--- src/hw/mipsPkg.sv ---
package mipsPkg;

    // Primary opcode field, instr[31:26]
    typedef enum logic [5:0] {
        opSpecial = 6'h00,
        opJ       = 6'h02,
        opJal     = 6'h03,
        opBeq     = 6'h04,
        opBne     = 6'h05,
        opAddi    = 6'h08,
        opSlti    = 6'h0a,
        opAndi    = 6'h0c,
        opOri     = 6'h0d,
        opXori    = 6'h0e,
        opLb      = 6'h20,
        opLh      = 6'h21,
        opLw      = 6'h23,
        opSb      = 6'h28,
        opSh      = 6'h29,
        opSw      = 6'h2b
    } opcodeT;

    // Function field of the R-type group, instr[5:0]
    typedef enum logic [5:0] {
        functSll = 6'h00,
        functSrl = 6'h02,
        functJr  = 6'h08,
        functMul = 6'h1c,
        functAdd = 6'h20,
        functSub = 6'h22,
        functAnd = 6'h24,
        functOr  = 6'h25,
        functXor = 6'h26,
        functNor = 6'h27,
        functSlt = 6'h2a
    } functT;

    typedef enum logic [3:0] {
        aluAdd,
        aluSub,
        aluAnd,
        aluOr,
        aluXor,
        aluNor,
        aluSlt,
        aluSll,
        aluSrl,
        aluMul
    } aluOpT;

    typedef enum logic [1:0] {
        memWord,
        memHalf,
        memByte
    } memSizeT;

    typedef struct packed {
        logic    regWrite;
        aluOpT   aluOp;
        logic    aluSrcImm;
        logic    zeroExtImm;
        logic    regDstRd;
        logic    link;
        logic    memWrite;
        logic    memRead;
        memSizeT memSize;
        logic    branchEq;
        logic    branchNe;
        logic    jump;
        logic    jumpReg;
        logic    shiftByShamt;
    } ctrlT;

    typedef struct packed {
        logic        valid;
        logic [4:0]  regAddr;
        logic [31:0] data;
    } wbTraceT;

    typedef struct packed {
        logic        valid;
        logic [31:0] addr;
        logic [31:0] data;
        logic [3:0]  byteEn;
    } memTraceT;

    // JAL return address register
    localparam logic [4:0] linkReg = 5'd31;

    // Store data copied onto every lane, byte enables pick the lanes
    function automatic logic [31:0] alignStore(input logic [31:0] data, input memSizeT size);
        case (size)
            memHalf: return {2{data[15:0]}};
            memByte: return {4{data[7:0]}};
            default: return data;
        endcase
    endfunction

endpackage

--- src/hw/aluUnit.sv ---
`timescale 1ns/1ps

module aluUnit import mipsPkg::*; (
    input  logic [31:0] a,
    input  logic [31:0] b,
    input  logic [4:0]  shamt,
    input  aluOpT       op,
    output logic [31:0] result,
    output logic        zero
);

    logic [31:0] product;

    // Only the low word of the product is kept
    assign product = a * b;

    always_comb begin
        case (op)
            aluAdd: result = a + b;
            aluSub: result = a - b;
            aluAnd: result = a & b;
            aluOr:  result = a | b;
            aluXor: result = a ^ b;
            aluNor: result = ~(a | b);
            aluSlt: result = {31'd0, $signed(a) < $signed(b)};
            // Shifts act on the rt operand
            aluSll: result = b << shamt;
            aluSrl: result = b >> shamt;
            aluMul: result = product;
            default: result = '0;
        endcase
    end

    // Feeds branch resolution
    assign zero = (result == '0);

endmodule

--- config.mk ---
export PLATFORM = sky130hd
export DESIGN_NAME = aluUnit
export DESIGN_NICKNAME = d
export VERILOG_FILES = /design/src/hw/mipsPkg.sv /design/src/hw/aluUnit.sv
export SDC_FILE = /design/constraint.sdc
export NUM_CORES = 2
export LEC_CHECK = 0
export ABC_AREA = 0
export BUFFER_PORTS_ARGS = -buffer_cell sky130_fd_sc_hd__buf_4
export CAP_MARGIN = 30
export CORE_MARGIN = 4
export CORE_UTILIZATION = 48
export DETAILED_ROUTE_END_ITERATION = 8
export SLEW_MARGIN = 20
export SYNTH_ARGS = -nofsm -noshare
export SYNTH_HDL_FRONTEND = slang
export SYNTH_SLANG_ARGS = --single-unit
--- constraint.sdc ---
create_clock -name vclk -period 27.8
set_input_delay 5.56 -clock vclk [all_inputs]
set_output_delay 5.56 -clock vclk [all_outputs]
set_load 0.01 [all_outputs]
==> metrics <==
WL final 121000 um; layout cells sized above 1 about 8.8%; Cell Area, Synth 25100 um^2; crit path capture type primary output; # rows 83; vias per inst 6.71; max-cap viol count 0; initial antenna violation count 6; Rel. slew slack 28.9%; # nets final ~3800; setup TNS 0 ns; Area after DPL about 26000 um^2; drt first pass iters 6; status finished, final reports clean; CP most frequent cell fa_1; Setup-failing EPs final 0; critical path class in -> out; Filler cells 5067; Die X 237 um; final slew viol count 0; clock buf count 0; port bufs approximately 110; fin area roughly 26000 um^2; Mapped Cells 3188; via count ~25000; DRC violations left 0; register area share after synthesis 0%; GR Util All Layers approximately 42%; hold depth 4; hold_sp op[3]; Avg Inst Size Synth 7.86 um^2; worst-margin pin slew 1.06 ns; area grow syn2layout 4.58%; # hold bufs at CTS 0; YS warnings 0; largest net degree at the start of global routing 64; core area between 50000 and 60000 um^2; HP Class in -> out; area occupied by multi-input gates 22300 um^2; Post-DP HPWL approximately 94000 um; Detailed Route Iter0 Violations 3126; Initial Utilization 48.7%; global-route wire length before repair 177000 um; DR WL/cell 31.9 um; GRT overflow 0; CP max FO 18; min Tclk post-route 20.29 ns; post-CTS sizing 0; Post-CTS Setup Inserts 0; die area 55900 um^2; period utilisation layout 73.0%; vias in the first global route 26158; CP startpoint kind input port; RSZ-0062 raised after global routing no; GP Congestion ~1.0; max incr delay on CP slightly above 0.8 ns; Register Area 0 um^2; Max Freq 49.3 MHz; Die H about 240 um; Syn Nets between 3000 and 4000; I/O pin count 106; Distinct cells, synth between 80 and 90; worst min-delay path endpoint result[2]; FF+latch count 0; Hold Fails Final Rpt 0; critical path required time 22.24 ns; ANT nets after route 0; Slowest-stage cell, CP clkinv_1; CP Data Arrival Time 14.73 ns
critical path: cells and delay by family:
kind	cells	cell delay (ns)
xor gates and xnor gates	1	0.34
AOI/OAI and AO/OA	2	0.57
and+or+nand+nor	10	2.96
adders and majority gates	9	3.93
buffers and inverters	5	1.36
per-stage QoR:
step                      setup slack (ns)  hold WS [ns]  instances  util (%)
after floorplan                       8.97         11.41       3188         -
after global placement                7.85         11.83       3781      50.6
after detailed placement              7.76         11.84       3787      50.8
after CTS                             7.72         11.84       3787      50.8
after global routing                  7.30         11.89       3791      50.9
final                                 7.51         11.86       3792      50.9
layout by cell type, fill, tap and decap left out, types with 20 or more instances in the layout:
cell      synthesis  final
a21oi_1         136    136
a211oi_1         42     42
fa_1            410    410
nand2_1         348    348
inv_1           476    475
mux2_2           24     24
mux2i_1          59     59
o221ai_1         21     21
mux4_2           47     47
xor2_1           20     20
xnor2_1          68     68
o211ai_1         33     33
nor3_1           54     54
nand2b_1         21     21
o22ai_1          20     20
nand3_1          29     29
o21ai_0          99     99
ha_1            219    219
buf_4             5    146
nor2_1          436    435
a221oi_1         31     31
a22oi_1          20     20
worst max path at each step:
stage,from,endpoint,slack (ns),depth (start not counted)
floorplan,b[3],zero,8.97,29
global placement,b[5],zero,7.85,27
detailed placement,a[5],zero,7.76,29
CTS,a[5],zero,7.72,27
global route,a[5],zero,7.30,29
finish,a[5],zero,7.51,27
cell usage after synthesis, types with 29 or more instances:
master | number | area (um^2)
a221oi_1 | 31 | 272
mux4_2 | 47 | 1060
nor2_1 | 436 | 1640
buf_1 | 31 | 116
ha_1 | 219 | 2740
a211oi_1 | 42 | 315
nand3_1 | 29 | 145
xnor2_1 | 68 | 596
nor3_1 | 54 | 270
o211ai_1 | 33 | 248
a21oi_1 | 136 | 681
nand2_1 | 348 | 1310
inv_1 | 476 | 1790
fa_1 | 410 | 8210
mux2i_1 | 59 | 591
clkbuf_1 | 169 | 634
o21ai_0 | 99 | 495
logic make-up after synthesis:
logic type	after synthesis	synth area share (%)
AND/OR/NAND/NOR	1019	17.6
buffers and inverters	730	11.3
adder cells (fa/ha/maj)	629	43.7
AO/OA/AOI/OAI	588	16.3
multiplexers	134	8.08
XOR/XNOR	88	3.07
cell type report:
type,count,area share [%]
Multi-Input combinational cell,2458,85.0
Timing Repair Buffer,155,4.63
Tap cell,680,3.25
Antenna cell,1,0.00955
Inverter,498,7.13
per-layer routing:
metal / track usage, % / part of all wire (%) / vias up
met2: 64.3 / 43 / 1833
met4: 22.6 / 7.2 / 6
li1: - / - / 10406
met1: 55.1 / 37 / 12754
met5: 0 / 0.036 / -
met3: 12.3 / 12 / 449
