## src/hw/mipsPkg.sv

```systemverilog
package mipsPkg;

    // Primary opcode field, instr[31:26]
    typedef enum logic [5:0] {
        opSpecial = 6'h00,
        opJ       = 6'h02,
        opJal     = 6'h03,
        opBeq     = 6'h04,
        opBne     = 6'h05,
        opAddi    = 6'h08,
        opSlti    = 6'h0a,
        opAndi    = 6'h0c,
        opOri     = 6'h0d,
        opXori    = 6'h0e,
        opLb      = 6'h20,
        opLh      = 6'h21,
        opLw      = 6'h23,
        opSb      = 6'h28,
        opSh      = 6'h29,
        opSw      = 6'h2b
    } opcodeT;

    // Function field of the R-type group, instr[5:0]
    typedef enum logic [5:0] {
        functSll = 6'h00,
        functSrl = 6'h02,
        functJr  = 6'h08,
        functMul = 6'h1c,
        functAdd = 6'h20,
        functSub = 6'h22,
        functAnd = 6'h24,
        functOr  = 6'h25,
        functXor = 6'h26,
        functNor = 6'h27,
        functSlt = 6'h2a
    } functT;

    typedef enum logic [3:0] {
        aluAdd,
        aluSub,
        aluAnd,
        aluOr,
        aluXor,
        aluNor,
        aluSlt,
        aluSll,
        aluSrl,
        aluMul
    } aluOpT;

    typedef enum logic [1:0] {
        memWord,
        memHalf,
        memByte
    } memSizeT;

    typedef struct packed {
        logic    regWrite;
        aluOpT   aluOp;
        logic    aluSrcImm;
        logic    zeroExtImm;
        logic    regDstRd;
        logic    link;
        logic    memWrite;
        logic    memRead;
        memSizeT memSize;
        logic    branchEq;
        logic    branchNe;
        logic    jump;
        logic    jumpReg;
        logic    shiftByShamt;
    } ctrlT;

    typedef struct packed {
        logic        valid;
        logic [4:0]  regAddr;
        logic [31:0] data;
    } wbTraceT;

    typedef struct packed {
        logic        valid;
        logic [31:0] addr;
        logic [31:0] data;
        logic [3:0]  byteEn;
    } memTraceT;

    // JAL return address register
    localparam logic [4:0] linkReg = 5'd31;

    // Store data copied onto every lane, byte enables pick the lanes
    function automatic logic [31:0] alignStore(input logic [31:0] data, input memSizeT size);
        case (size)
            memHalf: return {2{data[15:0]}};
            memByte: return {4{data[7:0]}};
            default: return data;
        endcase
    endfunction

endpackage

```

## src/hw/controlUnit.sv

```systemverilog
`timescale 1ns/1ps

module controlUnit import mipsPkg::*; (
    input  logic [31:0] instr,
    output ctrlT        ctrl
);

    opcodeT opcode;
    functT  funct;

    assign opcode = opcodeT'(instr[31:26]);
    assign funct  = functT'(instr[5:0]);

    always_comb begin
        // Anything not listed below falls through as a no-op
        ctrl = '0;
        case (opcode)
            ////////////////////
            // R-type group
            opSpecial: begin
                ctrl.regWrite = 1'b1;
                ctrl.regDstRd = 1'b1;
                case (funct)
                    functAdd: ctrl.aluOp = aluAdd;
                    functSub: ctrl.aluOp = aluSub;
                    functAnd: ctrl.aluOp = aluAnd;
                    functOr:  ctrl.aluOp = aluOr;
                    functXor: ctrl.aluOp = aluXor;
                    functNor: ctrl.aluOp = aluNor;
                    functSlt: ctrl.aluOp = aluSlt;
                    functMul: ctrl.aluOp = aluMul;
                    functSll: begin
                        ctrl.aluOp        = aluSll;
                        ctrl.shiftByShamt = 1'b1;
                    end
                    functSrl: begin
                        ctrl.aluOp        = aluSrl;
                        ctrl.shiftByShamt = 1'b1;
                    end
                    functJr: begin
                        ctrl.regWrite = 1'b0;
                        ctrl.regDstRd = 1'b0;
                        ctrl.jumpReg  = 1'b1;
                    end
                    default: ctrl = '0;
                endcase
            end

            ////////////////////
            // Immediate ALU ops, result to rt
            opAddi: begin
                ctrl.regWrite  = 1'b1;
                ctrl.aluSrcImm = 1'b1;
                ctrl.aluOp     = aluAdd;
            end
            opSlti: begin
                ctrl.regWrite  = 1'b1;
                ctrl.aluSrcImm = 1'b1;
                ctrl.aluOp     = aluSlt;
            end
            opAndi, opOri, opXori: begin
                ctrl.regWrite   = 1'b1;
                ctrl.aluSrcImm  = 1'b1;
                ctrl.zeroExtImm = 1'b1;
                ctrl.aluOp      = (opcode == opAndi) ? aluAnd :
                                  (opcode == opOri)  ? aluOr  : aluXor;
            end

            ////////////////////
            // Loads and stores, address is rs + simm
            opLw, opLh, opLb: begin
                ctrl.regWrite  = 1'b1;
                ctrl.aluSrcImm = 1'b1;
                ctrl.memRead   = 1'b1;
                ctrl.memSize   = (opcode == opLw) ? memWord :
                                 (opcode == opLh) ? memHalf : memByte;
            end
            opSw, opSh, opSb: begin
                ctrl.aluSrcImm = 1'b1;
                ctrl.memWrite  = 1'b1;
                ctrl.memSize   = (opcode == opSw) ? memWord :
                                 (opcode == opSh) ? memHalf : memByte;
            end

            ////////////////////
            // Control flow
            opBeq: begin
                ctrl.aluOp    = aluSub;
                ctrl.branchEq = 1'b1;
            end
            opBne: begin
                ctrl.aluOp    = aluSub;
                ctrl.branchNe = 1'b1;
            end
            opJ: ctrl.jump = 1'b1;
            opJal: begin
                ctrl.jump     = 1'b1;
                ctrl.link     = 1'b1;
                ctrl.regWrite = 1'b1;
            end
            default: ctrl = '0;
        endcase
    end

    // Checked on every new instruction word
    assert property (@(instr) !(ctrl.memWrite && ctrl.regWrite))
        else $error("controlUnit: store also writes a register");
    assert property (@(instr) !(ctrl.jump && (ctrl.branchEq || ctrl.branchNe)))
        else $error("controlUnit: jump and branch decoded together");

endmodule

```

## config.mk

```make
export PLATFORM = sky130hd
export DESIGN_NAME = controlUnit
export DESIGN_NICKNAME = d
export VERILOG_FILES = /design/src/hw/mipsPkg.sv /design/src/hw/controlUnit.sv
export SDC_FILE = /design/constraint.sdc
export NUM_CORES = 1
export LEC_CHECK = 0
export ABC_AREA = 1
export BUFFER_PORTS_ARGS = -buffer_cell sky130_fd_sc_hd__clkbuf_2
export CAP_MARGIN = 20
export CORE_MARGIN = 5
export CORE_UTILIZATION = 24
export DETAILED_ROUTE_END_ITERATION = 8
export SLEW_MARGIN = 25
export SYNTH_ARGS = -nofsm -noshare
export SYNTH_HDL_FRONTEND = slang
export SYNTH_SLANG_ARGS = --single-unit
```

## constraint.sdc

```tcl
create_clock -name vclk -period 1.07
set_input_delay 0.1605 -clock vclk [all_inputs]
set_output_delay 0.1605 -clock vclk [all_outputs]
set_load 0.005 [all_outputs]
```

==> impl_results.md <==
* Final hold viol count at 0
* Vias in the first global route at 624
* Buffers and inverters on the worst path at 3
* Max-slew violations at 0
* Antenna violations before repair at 0
* Ports at 50
* WP depth at 9
* Chip Height at 52.8 um
* DRT iter0 DRCs at 11
* Antenna Nets Post-Route at 0
* Tightest Pin Transition at 0.217 ns
* Hold Crit Class: in2out
* Crit-path max cell delay at 0.20 ns
* Antenna cell count at 0
* Switching share of total power at 0.511
* Met3 GRT Util at 0.0142
* RSZ-0062 raised after global routing: yes
* Max-Cap Viols at 0
* Avg Inst Size Synth at 4.88 um^2
* Hold path startpoint: instr[29]
* Vias at 744
* End of the critical path: ctrl[17]
* Slowest CP cell: nor3_4
* Final setup violation count at 12
* Worst Path Class, Setup: in2out
* Core area at 0.00173 mm^2
* Most common cell after layout, fill and taps aside: buf_4
* Status: finished with violations
* Arr. time, crit path at 1.05 ns
* Rows at 15
* RePlAce Congestion at 0.801
* Sequential share of power at 0
* Clock buffer cells at 0
* Cell Area, Synth at 439 um^2
* Fillers at 179
* Register area at 0 um^2
* Violated checks: negative setup slack
* Busiest grt layer: met2
* Chip width at 52.8 um
* Total wire length at 1.75 mm
* Met2 Use GR at 0.211
* Most frequent cells in the layout: buf_4 (19), nand2_1 (17), clkbuf_2 (15)
* PwrDens at 275 mW/mm^2
* Crit path max fanout at 4
* Layout cells sized above 1 at 0.610
* Psw at 0.135 mW
* GRT Total Usage at 0.110
* Placed cell areas at 756 um^2
* CP startpoint: instr[30]
* GR met1 Demand/Resource at 0.137
* Post-synthesis cell count at 90
* Area of the die at 0.00279 mm^2
* DR WL/cell at 10.6 um
* Maximum vdd drop at 208 uV
* Finished Cell Area at 956 um^2
* Seq cells at 0
* Max Fclk at 823 MHz
* Min Tclk post-route at 1.22 ns
* Crit path cell chain: buf_8, nor2_4, inv_2, nor3_4, nand2_2, nand2_1, nor2_1, nand2_1, clkbuf_2
* Multi-input gate area at 465 um^2
* Synth-to-Final Area Change at 118%
* Initial core utilization at 0.254
* Synth cell types at 17
* Largest delay share family, worst path: simple AND/OR/NAND/NOR gates
* Final worst setup slack at -0.145 ns
* Critical Path Sink Type: output pin
* Synth Warn # at 0
* Register area share after synthesis at 0
* PortBufs at 30
* Slew HR at 0.854
* DRC at 0
* Hpwl dp at 1.33 mm
* Synthesized Nets at 122
* Vias per cell at 4.48
* Pre-antenna DRT Iters at 4
* Clk pwr share at 0
* Worst path most repeated cell: nand2_1
* Leakage power at 0.555 nW
* Total grt overflow at 0
* First-pass GRT wire length at 2.50 mm
* # nets final at 175
* Pint at 0.129 mW
* DP Worst Slack at -0.183 ns
* Worst EP required at 0.91 ns
* Final period utilization at 1.14
* Crit start category: input port
* Largest net degree at the start of global routing at 8
* Logic pwr share at 1.000
-- power groups by stage --
stage,sequential [mW],combinational [mW],clock [mW]
floorplan,0,0.0763,0
global placement,0,0.186,0
detailed placement,0,0.190,0
CTS,0,0.219,0
global route,0,0.286,0
finish,0,0.263,0
-- repair_timing --
action,CTS,global route
hold endpoints to repair,0,0
setup buffers,1,2
pin swaps,5,16
hold buffers,0,0
setup endpoints to repair,13,16
gates resized for setup,23,38
-- routing by layer --
layer  up-vias  wire, um  part of all wire
met3         0       134             0.076
met4         0         0                 0
met5         -         0                 0
li1        388         -                 -
met2        28       912              0.52
met1       328       706              0.40
-- worst min-delay path by stage --
stage	end	cells after the start
floorplan	ctrl[0]	1
global placement	ctrl[4]	3
detailed placement	ctrl[4]	3
CTS	ctrl[4]	3
global route	ctrl[5]	3
finish	ctrl[4]	3
-- cell usage after synthesis (all sizes together) --
cell / count / share of area
nand2: 22 / 0.20
a21boi: 1 / 0.017
nand3: 15 / 0.17
nor3: 3 / 0.046
o211ai: 1 / 0.017
inv: 20 / 0.17
nor4: 2 / 0.043
nor2: 18 / 0.23
and3: 2 / 0.028
o21ai: 4 / 0.046
nand4: 2 / 0.028
-- cells by family after synthesis --
family,after synthesis,share of synthesized area
AO/OA/AOI/OAI,6,0.0798
AND/OR/NAND/NOR,64,0.749
buffers and inverters,20,0.171
-- per-stage QoR --
stage               total power [mW]  hold WS [ns]  instances   util  TNS, ns
global placement               0.186         0.631        163  0.438    -1.31
global route                   0.286         0.579        166  0.554    -2.35
floorplan                     0.0763         0.345         90      -        0
CTS                            0.219         0.580        164  0.489   -0.948
detailed placement             0.190         0.630        163  0.438    -1.44
finish                         0.263         0.564        166  0.554    -1.14
-- area by class of cell --
| type | count | share of cell area |
|---|---|---|
| Timing Repair Buffer | 51 | 0.399 |
| Tap cell | 25 | 0.0327 |
| Multi-Input combinational cell | 70 | 0.487 |
| Inverter | 20 | 0.0812 |
Note: power is estimated with default switching activity, not from simulation.
